**src/lights_defines.svh**
```systemverilog
`ifndef LIGHTS_DEFINES_SVH
`define LIGHTS_DEFINES_SVH

// grid geometry with one word per row
`define LIGHTS_GRID_ROWS 16
`define LIGHTS_ROW_BITS 5
`define LIGHTS_GRID_COLS 32

`define LIGHTS_FIFO_DEPTH 4

// host register map
`define LIGHTS_ADDR_WIDTH 12
`define LIGHTS_ADDR_STATUS 12'h000
`define LIGHTS_ADDR_COUNT 12'h004
`define LIGHTS_ADDR_ROW_BASE 12'h100

`define LIGHTS_BYTE_WIDTH 8

`endif

```
**src/lights_pkg.sv**
```systemverilog
`include "lights_defines.svh"

package lights_pkg;

    typedef enum logic [1:0] {
        turn_off = 2'b00,
        toggle   = 2'b01,
        turn_on  = 2'b11
    } op_t;

    typedef logic [11:0] position_t;  // decimal coordinate from the text

    typedef struct packed {
        logic      last;              // final line of the program
        op_t       op;
        position_t start_row;
        position_t start_col;
        position_t end_row;
        position_t end_col;
    } instr_t;

    typedef logic [`LIGHTS_GRID_COLS-1:0] row_word_t;

    typedef logic [9:0] lit_count_t;

    typedef enum logic [1:0] {
        okay   = 2'b00,
        slverr = 2'b10
    } axi_resp_t;

endpackage

```
**src/line_decoder.sv**
```systemverilog
`timescale 1ns/1ps
`include "lights_defines.svh"

module line_decoder import lights_pkg::*; (
    input  logic                          clk,
    input  logic                          reset,
    input  logic                          byte_valid,
    input  logic [`LIGHTS_BYTE_WIDTH-1:0] byte_data,
    output logic                          instr_valid,
    output instr_t                        instr_data,
    output logic                          end_of_file
);

    typedef logic [`LIGHTS_BYTE_WIDTH-1:0] char_t;

    localparam char_t nul_char   = 8'h00;
    localparam char_t lf_char    = 8'h0A;
    localparam char_t space_char = 8'h20;
    localparam char_t comma_char = 8'h2C;
    localparam char_t zero_char  = 8'h30;
    localparam char_t nine_char  = 8'h39;
    localparam char_t f_char     = 8'h66;
    localparam char_t n_char     = 8'h6E;
    localparam char_t o_char     = 8'h6F;
    localparam char_t t_char     = 8'h74;

    typedef enum logic [1:0] {
        cap_start_row,
        cap_start_col,
        cap_end_row,
        cap_end_col
    } cap_state_t;

    cap_state_t state, state_next;
    char_t      prev_char;
    op_t        op;
    logic       last_flag;
    position_t  position;
    position_t  start_row, start_col, end_row, end_col;

    function automatic logic is_digit(char_t c);
        return (c >= zero_char) && (c <= nine_char);
    endfunction

    always_ff @(posedge clk) begin
        if (reset) begin
            prev_char <= nul_char;
            op        <= turn_off;
            state     <= cap_start_row;
        end else begin
            state <= state_next;
            if (byte_valid) begin
                prev_char <= byte_data;
                // operation is named by a two-letter pair
                if ({prev_char, byte_data} == {o_char, f_char}) op <= turn_off;
                if ({prev_char, byte_data} == {t_char, o_char}) op <= toggle;
                if ({prev_char, byte_data} == {o_char, n_char}) op <= turn_on;
            end
        end
    end

    // separators walk the four coordinates
    always_comb begin
        state_next = state;
        unique case (state)
            cap_start_row: if (byte_valid && byte_data == comma_char) state_next = cap_start_col;
            cap_start_col: if (byte_valid && byte_data == space_char) state_next = cap_end_row;
            cap_end_row:   if (byte_valid && byte_data == comma_char) state_next = cap_end_col;
            cap_end_col:   if (instr_valid) state_next = cap_start_row;
            default:       state_next = cap_start_row;
        endcase
    end

    always_ff @(posedge clk) begin
        if (reset) begin
            position <= '0;
        end else if (byte_valid && is_digit(byte_data)) begin
            if (is_digit(prev_char)) begin
                position <= 10 * position + position_t'(byte_data - zero_char);
            end else begin
                position <= position_t'(byte_data - zero_char);  // first digit
            end
        end
    end

    always_ff @(posedge clk) begin
        if (reset) begin
            start_row <= '0;
            start_col <= '0;
            end_row   <= '0;
            end_col   <= '0;
        end else if (byte_valid) begin
            unique case (state)
                cap_start_row: start_row <= position;
                cap_start_col: start_col <= position;
                cap_end_row:   end_row   <= position;
                default:       end_col   <= position;
            endcase
        end
    end

    always_ff @(posedge clk) begin
        if (reset) begin
            instr_valid <= 1'b0;
            last_flag   <= 1'b0;
            end_of_file <= 1'b0;
        end else begin
            instr_valid <= byte_valid && (prev_char == lf_char);
            if (byte_valid && prev_char == lf_char) begin
                last_flag <= (byte_data == nul_char);  // nul right after the line feed
            end
            if (byte_valid && prev_char == nul_char && byte_data == nul_char) begin
                end_of_file <= 1'b1;
            end
        end
    end

    assign instr_data = {last_flag, op, start_row, start_col, end_row, end_col};

endmodule

```
**src/instr_fifo.sv**
```systemverilog
`timescale 1ns/1ps
`include "lights_defines.svh"

module instr_fifo import lights_pkg::*; (
    input  logic   clk,
    input  logic   reset,
    input  logic   push,
    input  instr_t push_data,
    output logic   fifo_valid,
    output instr_t fifo_data,
    input  logic   pop,
    output logic   byte_ready
);

    localparam int depth    = `LIGHTS_FIFO_DEPTH;
    localparam int ptr_bits = $clog2(depth);

    typedef logic [ptr_bits:0] count_t;

    instr_t              buffer [depth];
    logic [ptr_bits-1:0] rd_ptr, wr_ptr;
    count_t              count, count_next;
    logic                do_push, do_pop;

    assign do_pop     = pop && fifo_valid;
    assign do_push    = push && (count != count_t'(depth) || do_pop);
    assign count_next = count + count_t'(do_push) - count_t'(do_pop);
    assign fifo_valid = (count != '0);
    assign fifo_data  = buffer[rd_ptr];

    always_ff @(posedge clk) begin
        if (reset) begin
            rd_ptr     <= '0;
            wr_ptr     <= '0;
            count      <= '0;
            byte_ready <= 1'b0;
        end else begin
            if (do_push) wr_ptr <= (wr_ptr == ptr_bits'(depth - 1)) ? '0 : wr_ptr + 1'b1;
            if (do_pop) rd_ptr <= (rd_ptr == ptr_bits'(depth - 1)) ? '0 : rd_ptr + 1'b1;
            count      <= count_next;
            byte_ready <= (count_next <= count_t'(depth - 2));  // room for one more line
        end
    end

    always_ff @(posedge clk) begin
        if (do_push) buffer[wr_ptr] <= push_data;
    end

endmodule

```
**src/grid_updater.sv**
```systemverilog
`timescale 1ns/1ps
`include "lights_defines.svh"

module grid_updater import lights_pkg::*; (
    input  logic                        clk,
    input  logic                        reset,
    input  logic                        fifo_valid,
    input  instr_t                      fifo_data,
    output logic                        pop,
    output logic                        mem_req,
    output logic                        mem_we,
    output logic [`LIGHTS_ROW_BITS-1:0] mem_addr,
    output row_word_t                   mem_wdata,
    input  logic                        mem_grant,
    input  row_word_t                   mem_rdata,
    input  logic                        mem_rdata_valid,
    output lit_count_t                  lit_count,
    output logic                        clear_done,
    output logic                        done
);

    localparam int row_bits = `LIGHTS_ROW_BITS;
    localparam int col_bits = $clog2(`LIGHTS_GRID_COLS);

    typedef enum logic [2:0] {
        st_clear,
        st_idle,
        st_read,
        st_wait,
        st_write
    } upd_state_t;

    upd_state_t          state;
    logic [row_bits-1:0] row;
    row_word_t           mask, modified, new_word;
    logic                at_end_row;

    function automatic row_word_t apply_op(op_t op, row_word_t word, row_word_t sel);
        unique case (op)
            turn_on:  return word | sel;
            turn_off: return word & ~sel;
            default:  return word ^ sel;
        endcase
    endfunction

    // head of the FIFO stays put until the pop, so it serves as the current instruction
    assign mask = (row_word_t'('1) << fifo_data.start_col[col_bits-1:0])
                & (row_word_t'('1) >> (col_bits'(`LIGHTS_GRID_COLS - 1)
                                       - fifo_data.end_col[col_bits-1:0]));
    assign modified   = apply_op(fifo_data.op, mem_rdata, mask);
    assign at_end_row = (row == fifo_data.end_row[row_bits-1:0]);

    assign mem_req   = (state == st_clear) || (state == st_read) || (state == st_write);
    assign mem_we    = (state == st_clear) || (state == st_write);
    assign mem_addr  = row;
    assign mem_wdata = (state == st_clear) ? '0 : new_word;
    assign pop       = (state == st_write) && mem_grant && at_end_row;

    always_ff @(posedge clk) begin
        if (reset) begin
            state      <= st_clear;
            row        <= '0;
            lit_count  <= '0;
            clear_done <= 1'b0;
            done       <= 1'b0;
        end else begin
            unique case (state)
                st_clear: if (mem_grant) begin
                    if (row == row_bits'(`LIGHTS_GRID_ROWS - 1)) begin
                        clear_done <= 1'b1;
                        state      <= st_idle;
                    end else begin
                        row <= row + 1'b1;
                    end
                end
                st_idle: if (fifo_valid) begin
                    row   <= fifo_data.start_row[row_bits-1:0];
                    state <= st_read;
                end
                st_read: if (mem_grant) state <= st_wait;
                st_wait: if (mem_rdata_valid) begin
                    // net change in lit bits for this row
                    lit_count <= lit_count + lit_count_t'($countones(modified))
                                           - lit_count_t'($countones(mem_rdata));
                    state     <= st_write;
                end
                st_write: if (mem_grant) begin
                    if (at_end_row) begin
                        done  <= done | fifo_data.last;
                        state <= st_idle;
                    end else begin
                        row   <= row + 1'b1;
                        state <= st_read;
                    end
                end
                default: state <= st_idle;
            endcase
        end
    end

    always_ff @(posedge clk) begin
        if (state == st_wait && mem_rdata_valid) new_word <= modified;
    end

endmodule

```
**src/grid_store.sv**
```systemverilog
`timescale 1ns/1ps
`include "lights_defines.svh"

module grid_store import lights_pkg::*; (
    input  logic                        clk,
    input  logic                        reset,
    input  logic                        upd_req,
    input  logic                        upd_we,
    input  logic [`LIGHTS_ROW_BITS-1:0] upd_addr,
    input  row_word_t                   upd_wdata,
    output logic                        upd_grant,
    output row_word_t                   upd_rdata,
    output logic                        upd_rdata_valid,
    input  logic                        host_req,
    input  logic                        host_we,
    input  logic [`LIGHTS_ROW_BITS-1:0] host_addr,
    input  row_word_t                   host_wdata,
    output logic                        host_grant,
    output row_word_t                   host_rdata,
    output logic                        host_rdata_valid
);

    localparam int idx_bits = $clog2(`LIGHTS_GRID_ROWS);

    row_word_t                   grid [`LIGHTS_GRID_ROWS];
    row_word_t                   rdata_q;
    logic                        host_first;  // round-robin pointer
    logic                        sel_we;
    logic [`LIGHTS_ROW_BITS-1:0] sel_addr;
    row_word_t                   sel_wdata;

    assign host_grant = host_req && (host_first || !upd_req);
    assign upd_grant  = upd_req && !host_grant;

    assign sel_we    = host_grant ? host_we : upd_we;
    assign sel_addr  = host_grant ? host_addr : upd_addr;
    assign sel_wdata = host_grant ? host_wdata : upd_wdata;

    always_ff @(posedge clk) begin
        if (reset) begin
            host_first       <= 1'b0;
            upd_rdata_valid  <= 1'b0;
            host_rdata_valid <= 1'b0;
        end else begin
            if (host_grant || upd_grant) host_first <= upd_grant;  // loser goes first next
            upd_rdata_valid  <= upd_grant && !upd_we;
            host_rdata_valid <= host_grant && !host_we;
        end
    end

    always_ff @(posedge clk) begin
        if ((host_grant || upd_grant) && sel_we) grid[sel_addr[idx_bits-1:0]] <= sel_wdata;
        rdata_q <= grid[sel_addr[idx_bits-1:0]];
    end

    // single read port whose valid flags tell the owner
    assign upd_rdata  = rdata_q;
    assign host_rdata = rdata_q;

endmodule

```
**src/axil_grid_port.sv**
```systemverilog
`timescale 1ns/1ps
`include "lights_defines.svh"

module axil_grid_port import lights_pkg::*; (
    input  logic                          clk,
    input  logic                          reset,
    input  logic                          awvalid,
    output logic                          awready,
    input  logic                          wvalid,
    output logic                          wready,
    output logic                          bvalid,
    input  logic                          bready,
    output axi_resp_t                     bresp,
    input  logic                          arvalid,
    output logic                          arready,
    input  logic [`LIGHTS_ADDR_WIDTH-1:0] araddr,
    output logic                          rvalid,
    input  logic                          rready,
    output logic [31:0]                   rdata,
    output axi_resp_t                     rresp,
    input  lit_count_t                    lit_count,
    input  logic                          clear_done,
    input  logic                          done,
    output logic                          mem_req,
    output logic                          mem_we,
    output logic [`LIGHTS_ROW_BITS-1:0]   mem_addr,
    output row_word_t                     mem_wdata,
    input  logic                          mem_grant,
    input  row_word_t                     mem_rdata,
    input  logic                          mem_rdata_valid
);

    typedef enum logic [2:0] {
        ap_idle,
        ap_ar,
        ap_aw,
        ap_mem_req,
        ap_mem_wait,
        ap_rresp,
        ap_bresp
    } port_state_t;

    port_state_t                 state;
    logic [`LIGHTS_ROW_BITS-1:0] row_addr;
    logic                        is_row;
    logic [31:0]                 direct_data;
    axi_resp_t                   direct_resp;

    always_comb begin
        is_row = (araddr >= `LIGHTS_ADDR_ROW_BASE)
              && (araddr < `LIGHTS_ADDR_ROW_BASE + 4 * `LIGHTS_GRID_ROWS)
              && (araddr[1:0] == 2'b00);
        direct_data = '0;
        direct_resp = slverr;  // unmapped unless matched below
        if (araddr == `LIGHTS_ADDR_STATUS) begin
            direct_data = {30'b0, clear_done, done};
            direct_resp = okay;
        end else if (araddr == `LIGHTS_ADDR_COUNT) begin
            direct_data = 32'(lit_count);
            direct_resp = okay;
        end
    end

    always_ff @(posedge clk) begin
        if (reset) begin
            state   <= ap_idle;
            arready <= 1'b0;
            awready <= 1'b0;
            wready  <= 1'b0;
            rvalid  <= 1'b0;
            bvalid  <= 1'b0;
        end else begin
            unique case (state)
                ap_idle: if (arvalid) begin
                    arready <= 1'b1;
                    state   <= ap_ar;
                end else if (awvalid && wvalid) begin
                    awready <= 1'b1;
                    wready  <= 1'b1;
                    state   <= ap_aw;
                end
                ap_ar: begin  // address taken this cycle
                    arready <= 1'b0;
                    if (is_row) begin
                        state <= ap_mem_req;
                    end else begin
                        rvalid <= 1'b1;
                        state  <= ap_rresp;
                    end
                end
                ap_aw: begin
                    awready <= 1'b0;
                    wready  <= 1'b0;
                    bvalid  <= 1'b1;
                    state   <= ap_bresp;
                end
                ap_mem_req: if (mem_grant) state <= ap_mem_wait;
                ap_mem_wait: if (mem_rdata_valid) begin
                    rvalid <= 1'b1;
                    state  <= ap_rresp;
                end
                ap_rresp: if (rready) begin
                    rvalid <= 1'b0;
                    state  <= ap_idle;
                end
                ap_bresp: if (bready) begin
                    bvalid <= 1'b0;
                    state  <= ap_idle;
                end
                default: state <= ap_idle;
            endcase
        end
    end

    always_ff @(posedge clk) begin
        if (state == ap_ar) begin
            rdata    <= direct_data;
            rresp    <= direct_resp;
            row_addr <= `LIGHTS_ROW_BITS'((araddr - `LIGHTS_ADDR_ROW_BASE) >> 2);
        end else if (state == ap_mem_wait && mem_rdata_valid) begin
            rdata <= mem_rdata;
            rresp <= okay;
        end
    end

    assign bresp     = slverr;  // grid is read-only from the host
    assign mem_req   = (state == ap_mem_req);
    assign mem_we    = 1'b0;
    assign mem_addr  = row_addr;
    assign mem_wdata = '0;

endmodule

```
**src/lights_top.sv**
```systemverilog
`timescale 1ns/1ps
`include "lights_defines.svh"

module lights_top import lights_pkg::*; (
    input  logic                          clk,
    input  logic                          reset,
    input  logic                          byte_valid,
    input  logic [`LIGHTS_BYTE_WIDTH-1:0] byte_data,
    output logic                          byte_ready,
    output logic                          end_of_file,
    input  logic                          awvalid,
    output logic                          awready,
    input  logic                          wvalid,
    output logic                          wready,
    output logic                          bvalid,
    input  logic                          bready,
    output axi_resp_t                     bresp,
    input  logic                          arvalid,
    output logic                          arready,
    input  logic [`LIGHTS_ADDR_WIDTH-1:0] araddr,
    output logic                          rvalid,
    input  logic                          rready,
    output logic [31:0]                   rdata,
    output axi_resp_t                     rresp
);

    logic                        instr_valid;
    instr_t                      instr_data;
    logic                        fifo_valid, pop;
    instr_t                      fifo_data;
    logic                        upd_req, upd_we, upd_grant, upd_rdata_valid;
    logic [`LIGHTS_ROW_BITS-1:0] upd_addr;
    row_word_t                   upd_wdata, upd_rdata;
    logic                        host_req, host_we, host_grant, host_rdata_valid;
    logic [`LIGHTS_ROW_BITS-1:0] host_addr;
    row_word_t                   host_wdata, host_rdata;
    lit_count_t                  lit_count;
    logic                        clear_done, done;

    line_decoder line_decoder_inst (
        .clk, .reset, .byte_valid, .byte_data, .instr_valid, .instr_data, .end_of_file
    );

    instr_fifo instr_fifo_inst (
        .clk, .reset, .push(instr_valid), .push_data(instr_data),
        .fifo_valid, .fifo_data, .pop, .byte_ready
    );

    grid_updater grid_updater_inst (
        .clk, .reset, .fifo_valid, .fifo_data, .pop,
        .mem_req(upd_req), .mem_we(upd_we), .mem_addr(upd_addr), .mem_wdata(upd_wdata),
        .mem_grant(upd_grant), .mem_rdata(upd_rdata), .mem_rdata_valid(upd_rdata_valid),
        .lit_count, .clear_done, .done
    );

    grid_store grid_store_inst (
        .clk, .reset,
        .upd_req, .upd_we, .upd_addr, .upd_wdata, .upd_grant, .upd_rdata, .upd_rdata_valid,
        .host_req, .host_we, .host_addr, .host_wdata, .host_grant, .host_rdata,
        .host_rdata_valid
    );

    axil_grid_port axil_grid_port_inst (
        .clk, .reset,
        .awvalid, .awready, .wvalid, .wready, .bvalid, .bready, .bresp,
        .arvalid, .arready, .araddr, .rvalid, .rready, .rdata, .rresp,
        .lit_count, .clear_done, .done,
        .mem_req(host_req), .mem_we(host_we), .mem_addr(host_addr), .mem_wdata(host_wdata),
        .mem_grant(host_grant), .mem_rdata(host_rdata), .mem_rdata_valid(host_rdata_valid)
    );

endmodule

```
**config.mk**
```make
export PLATFORM = sky130hd
export DESIGN_NAME = lights_top
export DESIGN_NICKNAME = d
export VERILOG_FILES = /design/src/lights_pkg.sv /design/src/line_decoder.sv /design/src/instr_fifo.sv /design/src/grid_updater.sv /design/src/grid_store.sv /design/src/axil_grid_port.sv /design/src/lights_top.sv
export VERILOG_INCLUDE_DIRS = /design/src
export SDC_FILE = /design/constraint.sdc
export NUM_CORES = 1
export LEC_CHECK = 0
export ABC_CLOCK_PERIOD_IN_PS = 21800
export BUFFER_PORTS_ARGS = -buffer_cell sky130_fd_sc_hd__buf_2
export CORE_ASPECT_RATIO = 0.8
export CORE_MARGIN = 8
export CORE_UTILIZATION = 27
export CTS_BUF_LIST = sky130_fd_sc_hd__clkbuf_16
export DETAILED_ROUTE_END_ITERATION = 8
export HOLD_SLACK_MARGIN = 0.15
export SYNTH_ARGS = -nofsm -noshare
export SYNTH_HDL_FRONTEND = slang
export SYNTH_SLANG_ARGS = --single-unit
```
**constraint.sdc**
```tcl
create_clock -name clk -period 21.8 [get_ports clk]
set_clock_uncertainty 0.2 [all_clocks]
set_input_delay 3.27 -clock clk [delete_from_list [all_inputs] [get_ports clk]]
set_output_delay 3.27 -clock clk [all_outputs]
set_load 0.03 [all_outputs]
```
==> reports/results.ini <==
[timing]
slew_violations=0
setup_viol=0
hold_viol_final=0
rsz0062_at_grt=false
finalWorstSetupSlack_ps=12380
final.setup.tns_ps=0
relSlewSlack=0.285
fin_crit_sh=0.432
max_freq_ghz=0.106
post-route-min-period_ps=9420
worst_slew_pin_slew_ps=1070
whs_ps=285

[logic_synthesis]
synth.avg_cell_area_um2=14.2
synth_top_cells_by_count=edfxtp_1 (673), mux2i_1 (277), inv_1 (221)
yosysTopAreaCell=edfxtp_1
synth_ff_type=edfxtp_1
syn_area_um2=35000
synth-edff-count=673
async_flop_share=0
ys_ff_latch=785
synth_warnings=0
seq_area_frac_synth=0.641
post_synth_num_cell_types=74
synth_top_area_frac=0.577
yosysMostFrequentCell=edfxtp_1
syn_inst=2470
netlist_top_cells_area=edfxtp_1 (58%), mux2i_1 (7.9%), dfxtp_1 (6.4%), ha_1 (5.4%), fa_1 (3.8%)

[final_layout]
instances_no_fill=4333
seq_area_um2=22500
layout.nets=2778
multiInputGateArea_um2=11400
fill_cells=12800
area_growth_pct=13.7
drive_gt1_frac=0.104

[routing]
vias_per_cell=4.68
drtIter0Drc=2070
ant_nets=0
first_pass_iters=8
routed_wl_um=88800
wl_per_cell_um=20.5
num_vias=20300
drc_errors=0

[die]
die_w_um=419
initial_utilization=0.271
io_pins=71
core_area_um2=129000
die_area_um2=142000
rows=118
die_y_um=338

[grt]
grt_pass1_vias=19800
grt_antenna_before_repair=2
grt.overflow.total=0
grt_max_degree=72
grt_use_total=0.122
grt_pass1_wl_um=130000

[clock_network]
cts_hold_buffers=0
clock-sinks=785
cts_tree=done
cts_root_buffer=clkbuf_16
cts_resized=0
cts_buffers=73
clock_latency_ps=650
htreeDepth=3
clk_path_buf_depth=3
post_cts_buffers=0
clk_pin_slew_worst_paths_ps=70

[outcome]
run_status=complete, no violations

[setup_path]
cp_data_arrival_time_ps=9770
cp_max_fo=27
critPathKind=reg2reg
crit_top_cell=fa_1
worst_path_max_delay_cell=dfxtp_2
cp-end-kind=register
slowest_delay_ps=960
r2r_cells=30
start_kind=register
worstPathRequired_ps=22150

[hold_path]
min_delay_path_depth=2
hp-class=reg2reg

[placed_design]
dp_hpwl_um=52400
gp_congestion=0.896
post-place-ws_ps=12410
numPortBuffers=67
dp.cells=4198

[run]
cap_violations=0

==> placed cells by master (no fill, tap or decap), types with 25 or more instances in the layout <==
cell type and instances:
a22oi_1 33, nor3_1 25, nor2_1 84, buf_2 67
and2_1 41, clkbuf_16 74, o21ai_0 68, inv_1 244
dfxtp_1 111, ha_1 150, nand2_1 120, fa_1 66
or4_1 34, a21oi_1 54, o22ai_1 130, edfxtp_1 673
nand3_1 42, buf_4 40, mux2i_1 276
==> worst paths after layout <==
path / startpoint / end / slack, ps
setup / recovery: register / grid_updater_inst.lit_count[8]$_SDFFE_PP0P_ / 12380
hold reg to reg: instr_fifo_inst.rd_ptr[1]$_SDFFE_PP0P_ / register / 280
hold / removal: instr_fifo_inst.rd_ptr[1]$_SDFFE_PP0P_ / register / 280
setup reg to reg: register / grid_updater_inst.lit_count[8]$_SDFFE_PP0P_ / 12380
==> per-stage QoR <==
| stage | util | instance area (µm²) |
|---|---|---|
| 6_report | 0.309 | 39800 |
| 3_3_place_gp | 0.291 | 37500 |
| 3_5_place_dp | 0.291 | 37500 |
| 4_1_cts | 0.309 | 39800 |
| 5_1_grt | 0.309 | 39800 |
| 2_1_floorplan | - | 35000 |
==> kinds of logic after synthesis <==
kind of cell / synth area share
AOI/OAI and AO/OA: 0.0638
xor gates and xnor gates: 0.00525
adders and majority gates: 0.0917
buffers and inverters: 0.0395
DFF: 0.641
muxes: 0.0932
other: 0.000214
and+or+nand+nor: 0.0653
==> layout make-up <==
cell class / count / area share
antenna: 1 / 0.0000628
clock buffer: 74 / 0.0465
clock inverter: 60 / 0.0110
inverter: 224 / 0.0211
multi-input combinational: 1342 / 0.287
sequential: 785 / 0.564
tap: 1740 / 0.0547
timing repair buffer: 107 / 0.0160
==> metal layers <==
layer / up-vias / part of all wire / global-route usage
met2: 679 / 0.43 / 0.176
met5: - / 0.0014 / 0.00588
li1: 9257 / - / -
met3: 123 / 0.085 / 0.0333
met4: 2 / 0.023 / 0.0327
met1: 10200 / 0.46 / 0.177
==> registers in the layout, indices dropped and copies added (netlist names), 2 cells and up, named ones only <==
name,count
grid_updater_inst.state,3
instr_fifo_inst.rd_ptr,2
grid_updater_inst.mem_addr,5
axil_grid_port_inst.rdata,32
line_decoder_inst.start_col,5
line_decoder_inst.end_row,5
grid_updater_inst.lit_count,10
axil_grid_port_inst.mem_addr,4
line_decoder_inst.prev_char,8
line_decoder_inst.state,2
line_decoder_inst.op,2
instr_fifo_inst.buffer,92
instr_fifo_inst.wr_ptr,2
line_decoder_inst.position,5
instr_fifo_inst.count,3
grid_store_inst.host_rdata,32
line_decoder_inst.start_row,5
line_decoder_inst.end_col,5
grid_updater_inst.new_word,32
grid_store_inst.grid,512
axil_grid_port_inst.state,3
==> critical path: cells and delay by family, from the launching register on <==
| family | cells | cell delay, ps |
|---|---|---|
| fa+ha+maj | 11 | 4950 |
| mux | 2 | 950 |
| flops | 1 | 960 |
| simple gates | 4 | 580 |
| compound gates | 8 | 1320 |
| buf+inv | 5 | 320 |
Power is not shown: default switching activity piles up to over one toggle a cycle in this logic, so the estimate is an artifact.
